[src/fdc_pkg.sv]
package fdc_pkg;

	// ========================================
	// main status register
	// ========================================
	localparam int MSR_D0B = 0;  // drive 0 seeking
	localparam int MSR_D1B = 1;  // drive 1 seeking
	localparam int MSR_CB  = 4;  // command in progress
	localparam int MSR_DIO = 6;  // 1 = controller to host
	localparam int MSR_RQM = 7;

	// drive geometry and step rate
	localparam logic [7:0] CYL_COUNT = 8'd80;
	localparam logic [3:0] SRT_RESET = 4'd4;

	// result bytes with the drive in bit 0 of ST0
	localparam logic [7:0] ST0_SEEK_END  = 8'h20;
	localparam logic [7:0] ST0_ABNORMAL  = 8'hE8;
	localparam logic [7:0] RES_INVALID   = 8'h80;
	localparam logic [7:0] RES_IDLE_READ = 8'hFF;

	// ========================================
	// commands and states
	// ========================================
	typedef enum logic [4:0] {
		OP_SPECIFY     = 5'd3,
		OP_SENSE_DRIVE = 5'd4,
		OP_RECAL       = 5'd7,
		OP_SENSE_INT   = 5'd8,
		OP_SEEK        = 5'd15
	} fdc_opcode_e;

	typedef enum logic [3:0] {
		ST_IDLE,
		ST_SPECIFY1,
		ST_SPECIFY2,
		ST_RECAL,
		ST_SEEK_DRV,
		ST_SEEK_CYL,
		ST_SENSE_INT,
		ST_SENSE_INT_PCN,
		ST_SENSE_DRV,
		ST_SENSE_DRV_RD,
		ST_INVALID
	} fdc_state_e;

	typedef struct packed {
		logic       wr;    // one cycle per host write
		logic       rd;    // one cycle per host read
		logic [7:0] data;
	} host_bus_t;

	typedef struct packed {
		logic       start;
		logic       recal;
		logic [7:0] cyl;
	} seek_req_t;

	typedef struct packed {
		logic       busy;
		logic       int_pending;
		logic       seek_ok;
		logic [7:0] pcn;
	} drive_stat_t;

endpackage

[src/fdc_host_port.sv]
`timescale 1ns/1ps

module fdc_host_port
	import fdc_pkg::*;
(
	input  logic       i_clk_sys,
	input  logic       i_reset,
	input  logic       i_a0,
	input  logic       i_n_rd,
	input  logic       i_n_wr,
	input  logic [7:0] i_din,
	input  logic [7:0] i_status,
	input  logic [7:0] i_data,
	output host_bus_t  o_bus,
	output logic [7:0] o_dout
);

	logic       r_n_rd, r_n_wr;  // registered bus controls
	logic       p_n_rd, p_n_wr;  // previous sample
	logic       r_a0;
	logic [7:0] r_din;
	logic [7:0] data_q;
	logic       wr_stb, rd_stb;

	always_ff @(posedge i_clk_sys) begin
		if (i_reset) begin
			r_n_rd <= 1'b1;
			r_n_wr <= 1'b1;
			p_n_rd <= 1'b1;
			p_n_wr <= 1'b1;
			wr_stb <= 1'b0;
			rd_stb <= 1'b0;
		end else begin
			r_n_rd <= i_n_rd;
			r_n_wr <= i_n_wr;
			p_n_rd <= r_n_rd;
			p_n_wr <= r_n_wr;
			// falling edge of the strobe line, other line idle, data port only
			wr_stb <= p_n_wr & ~r_n_wr & r_n_rd & r_a0;
			rd_stb <= p_n_rd & ~r_n_rd & r_n_wr & r_a0;
		end
	end

	// address and byte follow the controls
	always_ff @(posedge i_clk_sys) begin
		r_a0   <= i_a0;
		r_din  <= i_din;
		data_q <= r_din;
	end

	assign o_bus = '{wr: wr_stb, rd: rd_stb, data: data_q};

	assign o_dout = i_a0 ? i_data : i_status;  // a0=0 reads the MSR

	a_one_strobe: assert property (@(posedge i_clk_sys) disable iff (i_reset)
		!(wr_stb && rd_stb))
		else $error("host port: read and write strobe together");

endmodule

[src/fdc_cmd_fsm.sv]
`timescale 1ns/1ps

module fdc_cmd_fsm
	import fdc_pkg::*;
(
	input  logic        i_clk_sys,
	input  logic        i_reset,
	input  host_bus_t   i_bus,
	input  logic [1:0]  i_available,
	input  drive_stat_t i_drv0,
	input  drive_stat_t i_drv1,
	output seek_req_t   o_req0,
	output seek_req_t   o_req1,
	output logic [1:0]  o_int_clr,
	output logic [3:0]  o_srt,
	output logic [7:0]  o_status,
	output logic [7:0]  o_data
);

	fdc_state_e  state, cmd_state;
	fdc_opcode_e opcode;
	logic [1:0]  req_start;
	logic        req_recal;
	logic [7:0]  req_cyl;
	logic        drv_sel;   // drive of the current command
	logic        head_sel;
	logic [3:0]  srt;
	logic [7:0]  data_reg;
	logic [7:0]  sel_pcn;
	logic        int_any, int_drv;
	logic        int_ok;
	logic [7:0]  st0, st3;
	logic        dio;

	// ========================================
	// command decode
	// ========================================
	assign opcode = fdc_opcode_e'(i_bus.data[4:0]);

	always_comb begin
		cmd_state = ST_INVALID;
		if (i_bus.data[7:5] == 3'b000) begin  // no MT/MFM/SK on these
			case (opcode)
				OP_SPECIFY:     cmd_state = ST_SPECIFY1;
				OP_SENSE_DRIVE: cmd_state = ST_SENSE_DRV;
				OP_RECAL:       cmd_state = ST_RECAL;
				OP_SENSE_INT:   cmd_state = ST_SENSE_INT;
				OP_SEEK:        cmd_state = ST_SEEK_DRV;
				default:        cmd_state = ST_INVALID;
			endcase
		end
	end

	// drive 0 wins when both have an interrupt
	assign int_any = i_drv0.int_pending | i_drv1.int_pending;
	assign int_drv = ~i_drv0.int_pending;
	assign int_ok  = i_drv0.int_pending ? i_drv0.seek_ok : i_drv1.seek_ok;
	assign st0     = (int_ok ? ST0_SEEK_END : ST0_ABNORMAL) | {7'd0, int_drv};

	assign sel_pcn = drv_sel ? i_drv1.pcn : i_drv0.pcn;
	assign st3 = {2'b00, i_available[drv_sel], sel_pcn == 8'd0, 1'b0, head_sel, 1'b0, drv_sel};

	// ========================================
	// state machine
	// ========================================
	always_ff @(posedge i_clk_sys) begin
		if (i_reset) begin
			state     <= ST_IDLE;
			srt       <= SRT_RESET;
			req_start <= 2'b00;
			o_int_clr <= 2'b00;
		end else begin
			req_start <= 2'b00;
			o_int_clr <= 2'b00;
			case (state)
				ST_IDLE:
					if (i_bus.wr) state <= cmd_state;
				ST_SPECIFY1:
					if (i_bus.wr) begin
						srt   <= i_bus.data[7:4];  // head unload time ignored
						state <= ST_SPECIFY2;
					end
				ST_SPECIFY2:
					if (i_bus.wr) state <= ST_IDLE;  // head load time, not used
				ST_RECAL:
					if (i_bus.wr) begin
						req_start[i_bus.data[0]] <= 1'b1;
						state <= ST_IDLE;
					end
				ST_SEEK_DRV:
					if (i_bus.wr) state <= ST_SEEK_CYL;
				ST_SEEK_CYL:
					if (i_bus.wr) begin
						req_start[drv_sel] <= 1'b1;
						state <= ST_IDLE;
					end
				ST_SENSE_INT:
					if (i_bus.rd) state <= int_any ? ST_SENSE_INT_PCN : ST_IDLE;
				ST_SENSE_INT_PCN:
					if (i_bus.rd) begin
						o_int_clr[drv_sel] <= 1'b1;
						state <= ST_IDLE;
					end
				ST_SENSE_DRV:
					if (i_bus.wr) state <= ST_SENSE_DRV_RD;
				ST_SENSE_DRV_RD, ST_INVALID:
					if (i_bus.rd) state <= ST_IDLE;
				default:
					state <= ST_IDLE;
			endcase
		end
	end

	// parameter bytes and the data register
	always_ff @(posedge i_clk_sys) begin
		if (i_bus.wr) begin
			case (state)
				ST_RECAL: begin
					drv_sel   <= i_bus.data[0];
					req_recal <= 1'b1;
				end
				ST_SEEK_DRV:  drv_sel <= i_bus.data[0];
				ST_SEEK_CYL: begin
					req_recal <= 1'b0;
					req_cyl   <= i_bus.data;
				end
				ST_SENSE_DRV: begin
					drv_sel  <= i_bus.data[0];
					head_sel <= i_bus.data[2];
				end
				default: ;
			endcase
		end
		if (i_bus.rd) begin
			case (state)
				ST_IDLE:    data_reg <= RES_IDLE_READ;
				ST_INVALID: data_reg <= RES_INVALID;
				ST_SENSE_INT: begin
					data_reg <= int_any ? st0 : RES_INVALID;
					drv_sel  <= int_drv;
				end
				ST_SENSE_INT_PCN: data_reg <= sel_pcn;
				ST_SENSE_DRV_RD:  data_reg <= st3;
				default: ;
			endcase
		end
	end

	assign o_req0 = '{start: req_start[0], recal: req_recal, cyl: req_cyl};
	assign o_req1 = '{start: req_start[1], recal: req_recal, cyl: req_cyl};
	assign o_srt  = srt;
	assign o_data = data_reg;

	// result phase drives the bus
	assign dio = state inside {ST_SENSE_INT, ST_SENSE_INT_PCN, ST_SENSE_DRV_RD, ST_INVALID};

	always_comb begin
		o_status          = 8'h00;
		o_status[MSR_RQM] = 1'b1;  // always ready, no back-pressure
		o_status[MSR_DIO] = dio;
		o_status[MSR_CB]  = state != ST_IDLE;
		o_status[MSR_D0B] = i_drv0.busy;
		o_status[MSR_D1B] = i_drv1.busy;
	end

	a_state_legal: assert property (@(posedge i_clk_sys) disable iff (i_reset)
		state inside {ST_IDLE, ST_SPECIFY1, ST_SPECIFY2, ST_RECAL, ST_SEEK_DRV, ST_SEEK_CYL,
			ST_SENSE_INT, ST_SENSE_INT_PCN, ST_SENSE_DRV, ST_SENSE_DRV_RD, ST_INVALID})
		else $error("cmd fsm: illegal state");

endmodule

[src/fdc_step_timer.sv]
`timescale 1ns/1ps

module fdc_step_timer #(
	parameter int CYCLES_PER_MS = 4000
) (
	input  logic       i_clk_sys,
	input  logic       i_reset,
	input  logic       i_start,
	input  logic [3:0] i_srt,
	output logic       o_done
);

	logic [$clog2(CYCLES_PER_MS + 1)-1:0] ms_cnt;  // cycles left in this ms
	logic [3:0] step_cnt;  // counts up from srt to 15
	logic       running;

	always_ff @(posedge i_clk_sys) begin
		if (i_reset) begin
			running <= 1'b0;
			o_done  <= 1'b0;
		end else begin
			o_done <= 1'b0;
			if (i_start) begin
				running  <= 1'b1;
				ms_cnt   <= CYCLES_PER_MS[$bits(ms_cnt)-1:0];
				step_cnt <= i_srt;
			end else if (running) begin
				if (ms_cnt != '0) begin
					ms_cnt <= ms_cnt - 1'b1;
				end else if (step_cnt != 4'hF) begin
					step_cnt <= step_cnt + 4'd1;  // next millisecond
					ms_cnt   <= CYCLES_PER_MS[$bits(ms_cnt)-1:0];
				end else begin
					running <= 1'b0;
					o_done  <= 1'b1;
				end
			end
		end
	end

	a_done_pulse: assert property (@(posedge i_clk_sys) disable iff (i_reset)
		o_done |=> !o_done)
		else $error("step timer: done held high");

endmodule

[src/fdc_drive_track.sv]
`timescale 1ns/1ps

module fdc_drive_track
	import fdc_pkg::*;
#(
	parameter int CYCLES_PER_MS = 4000
) (
	input  logic        i_clk_sys,
	input  logic        i_reset,
	input  seek_req_t   i_req,
	input  logic        i_int_clr,
	input  logic [3:0]  i_srt,
	input  logic        i_ready,
	input  logic        i_motor,
	input  logic        i_fast,
	output drive_stat_t o_stat
);

	logic [7:0] pcn;  // present cylinder
	logic [7:0] ncn;  // new cylinder
	logic [7:0] target;
	logic       target_ok;
	logic       busy, int_pending, seek_ok;
	logic       stepping;  // waiting out one head step
	logic       step_start, step_done;

	assign target    = i_req.recal ? 8'd0 : i_req.cyl;
	assign target_ok = (target == 8'd0) || (i_ready && i_motor && target < CYL_COUNT);

	// a new request takes priority over a step
	assign step_start = busy && !stepping && pcn != ncn && !i_fast && !i_req.start;

	fdc_step_timer #(
		.CYCLES_PER_MS(CYCLES_PER_MS)
	) i_fdc_step_timer (
		.i_clk_sys(i_clk_sys),
		.i_reset  (i_reset),
		.i_start  (step_start),
		.i_srt    (i_srt),
		.o_done   (step_done)
	);

	always_ff @(posedge i_clk_sys) begin
		if (i_reset) begin
			pcn         <= 8'd0;
			ncn         <= 8'd0;
			busy        <= 1'b0;
			int_pending <= 1'b0;
			seek_ok     <= 1'b0;
			stepping    <= 1'b0;
		end else begin
			if (i_int_clr) int_pending <= 1'b0;
			if (step_done) stepping <= 1'b0;

			if (i_req.start) begin
				if (target_ok) begin
					ncn         <= target;
					busy        <= 1'b1;
					int_pending <= 1'b0;
				end else begin
					// seek error leaves the head in place
					int_pending <= 1'b1;
					seek_ok     <= 1'b0;
				end
			end else if (busy && !stepping) begin
				if (pcn == ncn) begin
					busy        <= 1'b0;
					int_pending <= 1'b1;
					seek_ok     <= i_ready;
				end else if (i_fast) begin
					pcn <= ncn;  // jump straight there
				end else begin
					pcn      <= (pcn > ncn) ? pcn - 8'd1 : pcn + 8'd1;
					stepping <= 1'b1;
				end
			end
		end
	end

	assign o_stat = '{busy: busy, int_pending: int_pending, seek_ok: seek_ok, pcn: pcn};

	a_pcn_range: assert property (@(posedge i_clk_sys) disable iff (i_reset)
		pcn < CYL_COUNT)
		else $error("drive track: pcn %0d out of range", pcn);

endmodule

[src/fdc_top.sv]
`timescale 1ns/1ps

module fdc_top
	import fdc_pkg::*;
#(
	parameter int CYCLES_PER_MS = 4000
) (
	input  logic       i_clk_sys,
	input  logic       i_reset,
	input  logic       i_a0,
	input  logic       i_n_rd,
	input  logic       i_n_wr,
	input  logic [7:0] i_din,
	output logic [7:0] o_dout,
	input  logic [1:0] i_ready,
	input  logic [1:0] i_motor,
	input  logic [1:0] i_available,
	input  logic       i_fast
);

	host_bus_t   bus;
	seek_req_t   req0, req1;
	drive_stat_t drv0, drv1;
	logic [1:0]  int_clr;
	logic [3:0]  srt;
	logic [7:0]  status, data;

	fdc_host_port i_fdc_host_port (
		.i_clk_sys(i_clk_sys),
		.i_reset  (i_reset),
		.i_a0     (i_a0),
		.i_n_rd   (i_n_rd),
		.i_n_wr   (i_n_wr),
		.i_din    (i_din),
		.i_status (status),
		.i_data   (data),
		.o_bus    (bus),
		.o_dout   (o_dout)
	);

	fdc_cmd_fsm i_fdc_cmd_fsm (
		.i_clk_sys  (i_clk_sys),
		.i_reset    (i_reset),
		.i_bus      (bus),
		.i_available(i_available),
		.i_drv0     (drv0),
		.i_drv1     (drv1),
		.o_req0     (req0),
		.o_req1     (req1),
		.o_int_clr  (int_clr),
		.o_srt      (srt),
		.o_status   (status),
		.o_data     (data)
	);

	// ========================================
	// one tracker per drive
	// ========================================
	fdc_drive_track #(.CYCLES_PER_MS(CYCLES_PER_MS)) i_fdc_drive_track0 (
		.i_clk_sys(i_clk_sys),
		.i_reset  (i_reset),
		.i_req    (req0),
		.i_int_clr(int_clr[0]),
		.i_srt    (srt),
		.i_ready  (i_ready[0]),
		.i_motor  (i_motor[0]),
		.i_fast   (i_fast),
		.o_stat   (drv0)
	);

	fdc_drive_track #(.CYCLES_PER_MS(CYCLES_PER_MS)) i_fdc_drive_track1 (
		.i_clk_sys(i_clk_sys),
		.i_reset  (i_reset),
		.i_req    (req1),
		.i_int_clr(int_clr[1]),
		.i_srt    (srt),
		.i_ready  (i_ready[1]),
		.i_motor  (i_motor[1]),
		.i_fast   (i_fast),
		.o_stat   (drv1)
	);

endmodule

[config.mk]
export PLATFORM = sky130hd
export DESIGN_NAME = fdc_top
export DESIGN_NICKNAME = d
export VERILOG_FILES = /design/src/fdc_pkg.sv /design/src/fdc_host_port.sv /design/src/fdc_cmd_fsm.sv /design/src/fdc_step_timer.sv /design/src/fdc_drive_track.sv /design/src/fdc_top.sv
export SDC_FILE = /design/constraint.sdc
export NUM_CORES = 1
export LEC_CHECK = 0
export CAP_MARGIN = 20
export CORE_AREA = 2 2 109 111
export CTS_BUF_LIST = sky130_fd_sc_hd__clkbuf_16
export CTS_CLUSTER_SIZE = 12
export DETAILED_ROUTE_END_ITERATION = 7
export DIE_AREA = 0 0 111 113
export DONT_BUFFER_PORTS = 1
export GPL_ROUTABILITY_DRIVEN = 1
export HOLD_SLACK_MARGIN = 0.12
export PLACE_DENSITY = 0.75
export SYNTH_ARGS = -nofsm -noshare
export SYNTH_HDL_FRONTEND = slang
export SYNTH_SLANG_ARGS = --single-unit
[constraint.sdc]
create_clock -name i_clk_sys -period 4.1 [get_ports i_clk_sys]
set_input_delay 0.82 -clock i_clk_sys [delete_from_list [all_inputs] [get_ports i_clk_sys]]
set_output_delay 0.82 -clock i_clk_sys [all_outputs]
set_load 0.02 [all_outputs]
# --- Word level (Yosys, flattened, before mapping) ---
# Cells that the tools add are included.
word_totals:
  latchBits: 0
  in_bits: 20
  mem_bits_rw: 0
  wordCells: 268
  reg_bits: 130
  memories: 0
  rom_bits: 0
classes:
  n_addsub: 8
  mux: 96
  n_lt_le_gt_ge: 7
  mul: 0
  div: 0
  eq_ne: 34
  shift: 0
  bitwise_logic: 20
  reduce_logical: 65
ops:
  columns: ["op", "count"]
  rows:
  - ["12-bit 2-to-1 mux", 6]
  - ["8-bit 2-to-1 mux", 9]
  - ["4-bit 2-to-1 mux", 16]
  - ["1-bit 2-to-1 mux", 55]
  - ["8-bit one-hot mux with 5 select lines", 1]
  - ["4-bit one-hot mux with 7 select lines", 1]
  - ["3-bit AND reduction", 8]
  - ["12-bit nonzero test", 2]
  - ["12-bit by 1-bit subtractor with 12-bit output (second input constant)", 2]
  - ["4-bit one-hot mux with 5 select lines", 1]
  - ["2-bit != test (second input constant)", 9]
  - ["2-bit nonzero test", 9]
  - ["8-bit by 1-bit adder with 8-bit output (second input constant)", 2]
  - ["4-bit by 3-bit equality test with 1-bit output (second input constant)", 4]
  - ["8-bit equality test", 2]
  - ["8-bit > comparator", 2]
  - ["8-bit zero test", 2]
  - ["8-bit != test", 2]
  - ["8-bit by 1-bit subtractor with 8-bit output (second input constant)", 2]
  - ["1-bit logical AND", 14]
  - ["2-bit AND reduction", 7]
  - ["4-bit equality test (second input constant)", 3]
  - ["1-bit NOT", 12]
  - ["3-bit OR reduction", 4]
  - ["other kinds (29)", 55]

# --- Logic depth before layout (Yosys ltp) ---
# Gate-level depths: netlist of run 1.
logic_depth:
  word_depth: 7
  depth_mapped: 14

# --- Modules after synthesis ---
# Synthesis of run 1 repeated with hierarchy kept, for this count alone.
unflattened:
  cells_unflattened: 760
  hier_area_um2: 7443.4
by_module_without_submodules:
  columns: ["mod", "cells_each", "instances", "area_each_um2", "seq_area_each_um2"]
  rows:
  - ["fdc_drive_track", 171, 2, 1420.1, 400.4]
  - ["fdc_cmd_fsm", 186, 1, 1859.3, 800.8]
  - ["fdc_step_timer (i_fdc_drive_track1.i_fdc_step_timer)", 95, 1, 1058.5, 520.5]
  - ["fdc_step_timer (i_fdc_drive_track0.i_fdc_step_timer)", 95, 1, 1036.0, 520.5]
  - ["fdc_host_port", 42, 1, 649.4, 460.4]

# --- Least setup slack after synthesis of run 1 ---
# No wires, ideal clock.
synth_timing:
  path_kind: "reg-to-reg"
  from: "reg i_fdc_drive_track1.pcn[0]"
  to: "reg i_fdc_drive_track1.pcn[4]"
  path_stages_with_launch: 15
  path_buffers: 0
  required_ps: 4035
  synth_period_minus_slack_ps: 2808
  setup_slack_ps: 1292
  arrival_time_ps: 2743
  cell_sequence: "dfxtp_1 inv_1 ha_1 nand4_1 nor2_1 a211o_1 and2_1 inv_1 ha_1 nor2b_1 o21a_1 o21a_1 o311ai_0 o21ai_0 nor2_1"
synth_between:
  elab_chain_len: 3
  elab_cells_between_ends: 8
synth_rtl:
  columns: ["element", "line_no", "source"]
  rows:
  - ["from (decl)", "fdc_drive_track.sv:19", "logic [7:0] pcn;"]
  - ["from (signal assigned)", "fdc_drive_track.sv:71", "pcn <= ncn;"]
  - ["from (signal assigned)", "fdc_drive_track.sv:73", "pcn <= (pcn > ncn) ? pcn - 8'd1 : pcn + 8'd1;"]
  - ["8-bit by 1-bit adder with 8-bit output, or another cell as far along", "fdc_drive_track.sv:73", null]
  - ["8-bit 2-to-1 mux / 1-bit NOT (equally long branches)", null, null]
  - ["8-bit 2-to-1 mux / 3-bit AND reduction (equally long branches)", null, null]
# Parallel ways exist; a longest one is shown, timed or not.
# A chain may end at the register's enable or synchronous reset.

# --- Final worst setup path of run 1 ---
layout_timing:
  from: "reg i_fdc_drive_track0.pcn[0]"
  to: "reg i_fdc_drive_track0.pcn[7]"
layout_between:
  elab_chain_len: 3
  elab_cells_between_ends: 8
layout_rtl:
  columns: ["element", "line_no"]
  rows:
  - ["from (decl)", "fdc_drive_track.sv:19"]
  - ["from (signal assigned)", "fdc_drive_track.sv:71"]
  - ["from (signal assigned)", "fdc_drive_track.sv:73"]
  - ["8-bit by 1-bit adder with 8-bit output, or another cell as far along", "fdc_drive_track.sv:73"]
  - ["8-bit 2-to-1 mux / 1-bit NOT (equally long branches)", null]
  - ["8-bit 2-to-1 mux / 3-bit AND reduction (equally long branches)", null]
# Parallel ways exist; a longest one is shown, timed or not.

==> results.py, run 1 <==
metrics = {
    "outcome": {
        "status": "complete, no violations",
    },
    "yosys": {
        "netlist_area_um2": 6630,
        "synth-main-ff-cell": "dfxtp_1",
        "synth_top_area_share_pct": 24.1,
        "synth_edf_count": 50,
        "yosysTopAreaCell": "dfxtp_1",
        "synthTopCellsByArea": "dfxtp_1, edfxtp_1, ha_1",
        "netlist_top_cells_count": "nor2_1, dfxtp_1, a21oi_1, nand2_1, edfxtp_1",
        "synth_xor_area_share_pct": 3.30,
        "synth-seq-cells": 130,
        "ys_warn_count": 0,
        "netlist_instances": 723,
        "async_reset_ff_share_pct": 0,
        "seq_area_frac_synth_pct": 46.8,
        "synthMuxAreaShare_pct": 4.66,
        "synthSimpleGateAreaFrac_pct": 20.6,
        "yosysMostFrequentCell": "nor2_1",
        "syn_nets": 777,
        "avgSynthCellArea_um2": 9.18,
        "synth_compound_area_share_pct": 14.6,
        "synthDistinctLibCells": 54,
        "synth-adder-area-share_pct": 6.64,
        "synth_top_family_by_area": "simple AND/OR/NAND/NOR gates",
    },
    "global_route": {
        "grt_max_degree": 66,
        "grt_pass1_wl_um": 24400,
        "antenna_found_initial": 0,
        "grt_pass1_vias": 5055,
        "track_usage_pct": 24.3,
        "grt_overflow": 0,
    },
    "power_and_ir_drop": {
        "peakVddDrop_mv": 0.345,
        "total_power_mw": 2.90,
        "power.density_nw_per_um2": 395,
        "leakage_nw": 2.72,
    },
    "critical_path": {
        "cp_top_family": "compound AO/OA/AOI/OAI gates",
        "slowest_stage": "dfxtp_1",
        "cp-start-kind": "flop",
        "critPathRequiredTime_ns": 4.42,
        "critPathKind": "flop to flop",
        "r2r_start": "i_fdc_drive_track0.pcn[0]$_SDFFE_PP0P_",
        "reg2reg_depth": 14,
        "arrival_ns": 3.67,
        "reg2reg_slack_ns": 0.75,
        "max_stage_delay_ns": 0.45,
        "worstPathCellList": "inv_1 -> ha_1 -> nand4_1 -> nor2_1 -> a211o_1 -> and2_1 -> inv_1 -> ha_1 -> a211oi_1 -> nor2_1 -> o21ai_0 -> a21oi_1 -> o21ai_0 -> nor3b_1",
        "cp_max_fo": 7,
        "cp_num_buf_inv": 2,
        "r2r_end": "i_fdc_drive_track0.pcn[7]$_SDFFE_PP0P_",
        "endpoint_kind": "flop",
    },
    "sta": {
        "finalSetupViolCount": 0,
        "finClkSkew_ns": 0.00723,
        "fin_crit_ns": 3.35,
        "rsz0062_at_grt": "no",
        "tightestPinTransition_ns": 1.14,
        "slew_violations": 0,
        "setup_tns_ns": 0,
        "min_period_over_period_pct": 81.6,
        "timing.fmax_mhz": 299,
        "hold_viol": 0,
        "setup_slack_ns": 0.754,
        "slew-limit-headroom_pct": 23.2,
    },
    "detailed_routing": {
        "wl_per_cell_um": 16.7,
        "wl_um": 14600,
        "firstDrtPassIters": 5,
        "via_per_inst": 5.98,
        "drt_first_iter_violations": 400,
        "final_antenna_net_count": 0,
        "vias": 5237,
        "drc": 0,
    },
    "cts": {
        "clk_path_buf_depth": 2,
        "cts.sink_count": 130,
        "cts_buffers": 17,
        "cts_resized": 0,
        "cts-root-buf": "clkbuf_16",
        "cts_setup_buffers": 0,
        "clk_latency_ns": 0.42,
        "cts_tree": "done",
        "cts-hold-fix-buffers": 0,
        "htreeDepth": 4,
        "path_clk_slew_ns": 0.06,
    },
    "finish": {
        "fin_cells": 876,
        "syn_to_final_growth_pct": 10.6,
        "post-route-cell-area_um2": 7340,
        "fillers": 921,
        "layout.nets": 774,
        "drive_above_1_share_pct": 7.09,
        "regArea_um2": 3100,
        "multi_input_area_um2": 3310,
        "reg_top3": "i_fdc_drive_track0.i_fdc_step_timer.ms_cnt x12, i_fdc_drive_track1.i_fdc_step_timer.ms_cnt x12",
        "diodes": 0,
    },
    "placed_design": {
        "place.gp.congestion": 0.906,
        "pre_cts_ws_ns": 0.811,
        "dpl.cell_count": 844,
        "place_area_um2": 6740,
        "hpwl_um": 10200,
        "port_buffers": 0,
    },
    "die": {
        "die_w_um": 111,
        "row_count": 39,
        "core_area_um2": 11300,
        "die_h_um": 113,
        "ios": 28,
        "start_util_pct": 58.9,
        "dieArea_um2": 12500,
    },
    "worst_hold_path": {
        "hold_depth": 0,
        "whs_endpoint": "i_fdc_host_port.data_q[5]$_DFF_P_",
        "hp-class": "flop to flop",
        "min_from": "i_fdc_host_port.r_din[5]$_DFF_P_",
    },
    "job": {
        "cap_violations": 0,
    },
}
[per-stage QoR]
step | util, % | hold WS, ns
after detailed placement | 59.8 | 0.312
after global routing | 65.1 | 0.332
after floorplan | - | 0.310
after global placement | 59.8 | 0.310
final | 65.1 | 0.321
after CTS | 65.1 | 0.323
[layer usage]
layer	global-route usage (%)	part of all wire (%)	vias to the layer above	routed length (um)
li1	-	-	2577	-
met1	29.9	44	2460	6390
met2	40.3	47	168	6940
met3	6.16	6.0	32	878
met4	11.4	2.9	0	425
met5	0	0	-	0
[how the worst max path moves through the flow]
stage | slack [ns] | endpoint | cells past startpoint | startpoint
after floorplan | 1.29 | i_fdc_drive_track1.pcn[4]$_SDFFE_PP0P_ | 14 | i_fdc_drive_track1.pcn[0]$_SDFFE_PP0P_
after global placement | 1.07 | i_fdc_drive_track1.pcn[7]$_SDFFE_PP0P_ | 14 | i_fdc_drive_track1.pcn[0]$_SDFFE_PP0P_
after detailed placement | 0.81 | i_fdc_drive_track0.pcn[7]$_SDFFE_PP0P_ | 14 | i_fdc_drive_track0.pcn[0]$_SDFFE_PP0P_
after CTS | 0.78 | i_fdc_drive_track0.pcn[7]$_SDFFE_PP0P_ | 14 | i_fdc_drive_track0.pcn[0]$_SDFFE_PP0P_
final | 0.75 | i_fdc_drive_track0.pcn[7]$_SDFFE_PP0P_ | 14 | i_fdc_drive_track0.pcn[0]$_SDFFE_PP0P_
after global routing | 0.49 | i_fdc_drive_track0.pcn[7]$_SDFFE_PP0P_ | 14 | i_fdc_drive_track0.pcn[0]$_SDFFE_PP0P_
[final cells by class]
class	count	share of cell area, %
Timing Repair Buffer	3	0.307
Inverter	33	1.69
Multi-Input combinational cell	535	45.1
Clock buffer	20	6.82
Tap cell	143	2.44
Sequential cell	130	42.3
Clock inverter	12	1.40
[power breakdown]
part           total (mW)  internal, mW  switching [mW]
sequential           1.36          1.35          0.0141
clock                1.50         0.938           0.566
combinational      0.0346        0.0170          0.0175
total                2.90          2.30           0.598
[cells by family after synthesis]
group / Yosys count
buf+inv: 58
mux: 30
compound gates: 164
fa+ha+maj: 34
xor+xnor: 25
simple gates: 282
flops: 130
[cells in the final DEF, fill, tap and decap left out, types with 5 or more instances in the layout]
cell / Yosys / final
nor3b_1: 5 / 5
clkbuf_16: 0 / 20
or2_2: 7 / 7
nor2b_1: 19 / 19
inv_1: 33 / 35
dfxtp_1: 80 / 80
xnor2_1: 18 / 18
edfxtp_1: 50 / 50
xor2_1: 7 / 7
o21a_1: 5 / 5
and2_1: 7 / 7
mux2_2: 7 / 7
nand2b_1: 10 / 10
nor3_1: 31 / 31
ha_1: 32 / 32
nor4_1: 11 / 11
a211oi_1: 13 / 13
a21oi_1: 69 / 69
mux2i_1: 23 / 23
o21ai_0: 40 / 40
o211ai_1: 6 / 6
nand4_1: 5 / 5
nand3_1: 15 / 15
nand2_1: 68 / 68
nor2_1: 83 / 83
Power figures use the tool's default switching activity.
==> run 2: changes to the inputs <==
- clock period: 4.1 -> 3.1 ns (I/O delays scaled with it)
==> results.py, run 2 (synthesis gave the netlist of run 1 again) <==
metrics = {
    "cts": {
        "path_clk_slew_ns": 0.06,
        "cts_tree": "done",
        "cts-root-buf": "clkbuf_16",
        "htreeDepth": 4,
        "cts.sink_count": 130,
        "clk_path_buf_depth": 2,
        "cts_buffers": 17,
        "clk_latency_ns": 0.43,
    },
    "detailed_routing": {
        "drt_first_iter_violations": 387,
        "firstDrtPassIters": 5,
        "wl_per_cell_um": 16.8,
        "wl_um": 15200,
        "drc": 0,
        "final_antenna_net_count": 0,
        "vias": 5391,
        "via_per_inst": 5.97,
    },
    "critical_path": {
        "crit_start": "i_fdc_drive_track0.ncn[1]$_SDFFE_PP0P_",
        "endpoint_kind": "flop",
        "reg2reg_slack_ns": 0.13,
        "r2r_end": "i_fdc_drive_track0.pcn[6]$_SDFFE_PP0P_",
        "arrival_ns": 3.31,
        "critPathRequiredTime_ns": 3.44,
        "reg2reg_depth": 14,
        "critPathKind": "flop to flop",
        "max_stage_delay_ns": 0.34,
        "r2r_start": "i_fdc_drive_track0.ncn[1]$_SDFFE_PP0P_",
        "slowest_stage": "dfxtp_1",
        "cp_max_fo": 6,
        "cp-start-kind": "flop",
        "worstPathCellList": "inv_1 -> ha_1 -> nor2b_1 -> o211ai_1 -> a211o_1 -> and2_1 -> inv_2 -> ha_1 -> nor2b_1 -> o21a_1 -> o21a_1 -> nor3_2 -> o21bai_1 -> a311oi_1",
    },
    "placed_design": {
        "pre_cts_ws_ns": 0.0870,
        "dpl.cell_count": 869,
        "place.gp.congestion": 0.921,
        "place_area_um2": 6920,
        "hpwl_um": 10700,
        "port_buffers": 0,
    },
    "finish": {
        "drive_above_1_share_pct": 12.6,
        "layout.nets": 801,
        "post-route-cell-area_um2": 7560,
        "diodes": 0,
        "syn_to_final_growth_pct": 14.0,
        "reg_top3": "i_fdc_drive_track0.i_fdc_step_timer.ms_cnt x12, i_fdc_drive_track1.i_fdc_step_timer.ms_cnt x12",
        "fin_cells": 903,
        "final_common_cell": "nor2_1",
        "mostFrequentLayoutCells": "nor2_1, dfxtp_1, nand2_1, a21oi_1, edfxtp_1",
    },
    "die": {
        "row_count": 39,
        "dieArea_um2": 12500,
        "die_w_um": 111,
        "core_area_um2": 11300,
        "die_h_um": 113,
        "start_util_pct": 58.9,
        "ios": 28,
    },
    "power_and_ir_drop": {
        "power.density_nw_per_um2": 498,
        "peakVddDrop_mv": 0.498,
        "total_power_mw": 3.76,
        "leakage_nw": 2.85,
    },
    "worst_hold_path": {
        "hp-class": "input pin to flop",
        "min_from": "i_din[1]",
        "whs_endpoint": "i_fdc_host_port.r_din[1]$_DFF_P_",
        "hold_depth": 0,
    },
    "sta": {
        "timing.fmax_mhz": 336,
        "min_period_over_period_pct": 95.9,
        "holdWs_ns": 0.211,
        "fin_crit_ns": 2.97,
        "slew-limit-headroom_pct": 48.8,
        "setup_slack_ns": 0.128,
        "tightestPinTransition_ns": 0.767,
        "hold_viol": 0,
        "finClkSkew_ns": 0.00853,
        "slew_violations": 0,
        "finalSetupViolCount": 0,
    },
    "global_route": {
        "antenna_found_initial": 0,
        "grt_pass1_vias": 5237,
        "grt_max_degree": 66,
        "track_usage_pct": 25.4,
        "grt_overflow": 0,
        "grt_pass1_wl_um": 25400,
    },
    "job": {
        "cap_violations": 0,
    },
    "outcome": {
        "status": "complete, no violations",
    },
}
## run 2: cell count changes in the layout (fill, tap and decap cells not counted), moves of 2 or more
cell	previous run	this run
buf_4	3	30
o21ai_0	40	33
o21ai_1	2	9
a211oi_1	13	10
a211oi_2	0	3
ha_1	32	29
inv_1	35	32
inv_6	1	4
inv_8	0	3
clkbuf_16	20	18
ha_2	0	2
inv_2	0	2
nor2_1	83	81
nor2_2	1	3
## run 2: power breakdown
part | switching, mW | internal, mW
combinational | 0.0252 | 0.0230
sequential | 0.0171 | 1.78
clock | 0.823 | 1.09
## run 2: final cells by class
type	count	area, um^2
Sequential cell	130	3100
Clock inverter	14	118
Clock buffer	18	450
Tap cell	143	179
Timing Repair Buffer	30	225
Multi-Input combinational cell	535	3360
Fill cell	867	3710
Inverter	33	124
## run 2: critical path, delay by kind of cell, from the launching register on
kind            cells  cell delay [ns]
compound gates      6             1.10
fa+ha+maj           2             0.59
buf+inv             2             0.18
flops               1             0.34
simple gates        4             0.67
## run 2: through the flow
step           TNS, ns  utilization (%)
2_1_floorplan        0                -
3_3_place_gp         0             61.4
3_5_place_dp         0             61.4
4_1_cts              0             66.5
5_1_grt        -0.0316             67.1
6_report             0             67.1
## run 2: worst max-delay path by stage
stage | slack (ns) | end
final | 0.13 | i_fdc_drive_track0.pcn[6]$_SDFFE_PP0P_
after global routing | -0.02 | i_fdc_drive_track0.pcn[6]$_SDFFE_PP0P_
after CTS | 0.05 | i_fdc_drive_track0.pcn[4]$_SDFFE_PP0P_
after detailed placement | 0.09 | i_fdc_drive_track0.pcn[4]$_SDFFE_PP0P_
after global placement | 0.14 | i_fdc_drive_track0.pcn[4]$_SDFFE_PP0P_
after floorplan | 0.29 | i_fdc_drive_track1.pcn[4]$_SDFFE_PP0P_
## run 2: routing by layer
layer	track usage, %	share of wire, %
met1	31.1	43
met5	0	0
met4	9.83	1.7
met2	43.3	50
met3	6.48	5.9
## run 2: repair_timing
item                       4_1_cts  5_1_grt
setup endpoints to repair        0        8
buffers inserted                 0        1
gates resized for setup          0       22
hold buffers                     0        0
==> run 3: changes to the inputs <==
- CORE_AREA: 2 2 109 111 -> 2 2 115 117
- CTS_BUF_LIST: sky130_fd_sc_hd__clkbuf_16 -> sky130_fd_sc_hd__clkbuf_2
- CTS_CLUSTER_SIZE: 12 -> 40
- DIE_AREA: 0 0 111 113 -> 0 0 117 119
- SYNTH_HIERARCHICAL: unset -> 1
==> results.py, run 3 <==
metrics = {
    "detailed_routing": {
        "route.layer.met1.wl_um": 7280,
        "firstDrtPassIters": 5,
        "highest-signal-layer": "met4",
        "drt_first_iter_violations": 614,
        "final_antenna_net_count": 0,
        "routed-wl-met3_um": 980,
        "drc": 0,
        "wl_per_cell_um": 17.9,
        "via_per_inst": 6.19,
        "wl_um": 17000,
        "vias": 5890,
        "wl_met2_um": 8190,
    },
    "finish": {
        "fillers": 1074,
        "regArea_um2": 3110,
        "final_common_cell": "dfxtp_1",
        "fin_cells": 951,
        "drive_above_1_share_pct": 15.8,
        "reg_top3": "i_fdc_drive_track0/i_fdc_step_timer/ms_cnt x12, i_fdc_drive_track1/i_fdc_step_timer/ms_cnt x12",
        "multi_input_area_um2": 3900,
        "syn_to_final_growth_pct": 6.67,
        "layout.nets": 817,
        "mostFrequentLayoutCells": "dfxtp_1, nor2_1, edfxtp_1",
    },
    "placed_design": {
        "place.gp.congestion": 0.919,
        "hpwl_um": 11700,
        "port_buffers": 0,
        "dpl.cell_count": 899,
    },
    "global_route": {
        "grt_pass1_vias": 5675,
        "antenna_found_initial": 1,
        "grt_pass1_wl_um": 27000,
        "track_usage_pct": 24.8,
        "grt_overflow": 0,
        "grt_max_degree": 54,
    },
    "sta": {
        "finalSetupViolCount": 0,
        "hold_viol": 0,
        "setup_tns_ns": 0,
        "holdWs_ns": 0.174,
        "rsz0062_at_grt": "yes",
        "slew-limit-headroom_pct": 45.2,
        "timing.fmax_mhz": 336,
        "slew_violations": 0,
        "fin_crit_ns": 2.97,
        "tightestPinTransition_ns": 0.820,
        "min_period_over_period_pct": 95.9,
        "finClkSkew_ns": 0.0364,
    },
    "cts": {
        "htreeDepth": 4,
        "clk_latency_ns": 0.72,
        "cts_tree": "done",
        "clk_path_buf_depth": 2,
        "cts_buffers": 17,
        "cts-root-buf": "clkbuf_2",
        "path_clk_slew_ns": 0.21,
        "cts.sink_count": 130,
    },
    "critical_path": {
        "slowest_stage": "dfxtp_1",
        "critPathKind": "flop to flop",
        "critPathRequiredTime_ns": 3.75,
        "cp-start-kind": "flop",
        "endpoint_kind": "flop",
        "arrival_ns": 3.62,
        "r2r_start": "i_fdc_drive_track0/pcn[0]$_SDFFE_PP0P_",
        "worstPathCellList": "inv_1 -> ha_1 -> nand4_2 -> nor2_4 -> a211o_1 -> and2_2 -> inv_2 -> ha_1 -> nor2b_1 -> o21a_1 -> o21ai_2 -> nor2b_1 -> mux2i_1 -> a211oi_1",
        "r2r_end": "i_fdc_drive_track0/pcn[4]$_SDFFE_PP0P_",
        "reg2reg_depth": 14,
        "reg2reg_slack_ns": 0.13,
        "crit_start": "i_fdc_drive_track0/pcn[0]$_SDFFE_PP0P_",
        "cp-endpoint": "i_fdc_drive_track0/pcn[4]$_SDFFE_PP0P_",
        "max_stage_delay_ns": 0.38,
        "cp_max_fo": 8,
    },
    "yosys": {
        "yosysTopAreaCell": "dfxtp_1",
        "synthTopCellsByArea": "dfxtp_1, edfxtp_1, ha_1",
        "synth-main-ff-cell": "dfxtp_1",
        "yosysMostFrequentCell": "dfxtp_1",
        "synthDistinctLibCells": 86,
        "synth_edf_count": 50,
        "avgSynthCellArea_um2": 9.79,
        "netlist_top_cells_count": "dfxtp_1, nor2_1, edfxtp_1, a21oi_1, inv_1",
        "ys_warn_count": 6,
        "seq_area_frac_synth_pct": 41.7,
        "netlist_area_um2": 7440,
        "synth-seq-cells": 130,
        "async_reset_ff_share_pct": 0,
        "synth_top_area_share_pct": 21.5,
        "netlist_instances": 760,
    },
    "power_and_ir_drop": {
        "swShare_pct": 24.3,
        "p_comb_share_pct": 3.0,
        "leakage_nw": 2.79,
        "seq_power_share_pct": 62.0,
        "p_switching_mw": 0.703,
        "clockPowerShare_pct": 35.1,
        "p_int_mw": 2.19,
        "peakVddDrop_mv": 0.402,
        "total_power_mw": 2.90,
        "power.density_nw_per_um2": 365,
    },
    "die": {
        "core_area_um2": 12900,
        "row_count": 42,
        "die_h_um": 119,
        "start_util_pct": 57.8,
        "dieArea_um2": 13900,
        "die_w_um": 117,
        "ios": 28,
    },
    "outcome": {
        "status": "complete, no violations",
    },
    "worst_hold_path": {
        "hp-class": "input pin to flop",
    },
    "job": {
        "cap_violations": 0,
    },
}
-- run 3: changes by cell type after synthesis, sizes merged, moves of 9 or more --
cell / previous run / this run
nand3b: 4 / 15
nor3: 31 / 20
a21oi: 69 / 39
a211oi: 13 / 22
mux2i: 23 / 12
xnor2: 18 / 8
nor4: 11 / 20
buf: 6 / 40
nor2: 84 / 56
nand2: 68 / 32
nand2b: 10 / 25
-- run 3: layout make-up --
| class | count | area share, % |
|---|---|---|
| diodes | 1 | 0.0315 |
| clock buffers | 18 | 1.13 |
| flip-flops and latches | 130 | 39.2 |
| repair buffers | 36 | 4.16 |
| clock inverters | 14 | 1.70 |
| multi-input cells | 537 | 49.2 |
| inverters | 39 | 1.84 |
| well taps | 176 | 2.77 |
-- run 3: metal layers --
metal	global-route usage, %	vias to the layer above
li1	-	2828
met4	11.3	0
met2	40.8	214
met1	31.4	2807
met3	4.83	41
met5	0	-
-- run 3: what timing repair did --
action | 4_1_cts | 5_1_grt
setup endpoints to repair | 0 | 7
hold endpoints to repair | 65 | 0
resized for setup | 0 | 17
hold buffers | 17 | 0
buffers inserted | 0 | 2
-- run 3: through the flow --
step	setup slack, ns	cell area (um^2)	utilization, %
global placement	0.189	7450	57.9
CTS	0.0261	7860	61.1
detailed placement	0.0687	7450	57.9
global route	-0.00948	7940	61.7
floorplan	0.278	7460	-
finish	0.126	7940	61.7
-- run 3: worst max-delay path, delay by kind of cell, from the launching register on --
family                   cells  cell delay [ns]
buffers and inverters        2             0.21
adder cells (fa/ha/maj)      2             0.62
flip-flops                   1             0.38
AO/OA/AOI/OAI                4             0.83
AND/OR/NAND/NOR              5             0.78
multiplexers                 1             0.09
-- run 3: logic make-up (layout without fill, tap and decap cells) --
group	after synthesis	count (layout)	share of synthesized area, %
AO/OA/AOI/OAI	189	189	17.8
XOR/XNOR	14	14	1.65
adder cells (fa/ha/maj)	37	37	6.39
buffers and inverters	95	107	6.79
flip-flops	130	130	41.7
multiplexers	24	24	3.83
other	2	5	0.101
AND/OR/NAND/NOR	269	269	21.8
-- run 3: how the worst min path moves through the flow --
stage                     slack [ns]                             start                                     end  cells past startpoint
final                           0.17                            i_fast  i_fdc_drive_track1/pcn[5]$_SDFFE_PP0P_                      2
after global routing            0.14                            i_fast  i_fdc_drive_track1/pcn[7]$_SDFFE_PP0P_                      3
after CTS                       0.12                            i_fast  i_fdc_drive_track1/pcn[7]$_SDFFE_PP0P_                      3
after detailed placement        0.31  i_fdc_host_port/r_din[1]$_DFF_P_       i_fdc_host_port/data_q[1]$_DFF_P_                      0
after global placement          0.31  i_fdc_host_port/r_din[4]$_DFF_P_       i_fdc_host_port/data_q[4]$_DFF_P_                      0
after floorplan                 0.31  i_fdc_host_port/r_din[0]$_DFF_P_       i_fdc_host_port/data_q[0]$_DFF_P_                      0
-- run 3: power groups by stage --
stage | clock network [mW] | logic, mW | registers (mW)
5_1_grt | 1.12 | 0.0927 | 1.80
4_1_cts | 1.05 | 0.0853 | 1.80
3_5_place_dp | 0 | 0.0492 | 1.83
2_1_floorplan | 0 | 0.0654 | 1.82
3_3_place_gp | 0 | 0.0476 | 1.83
6_report | 1.02 | 0.0861 | 1.79
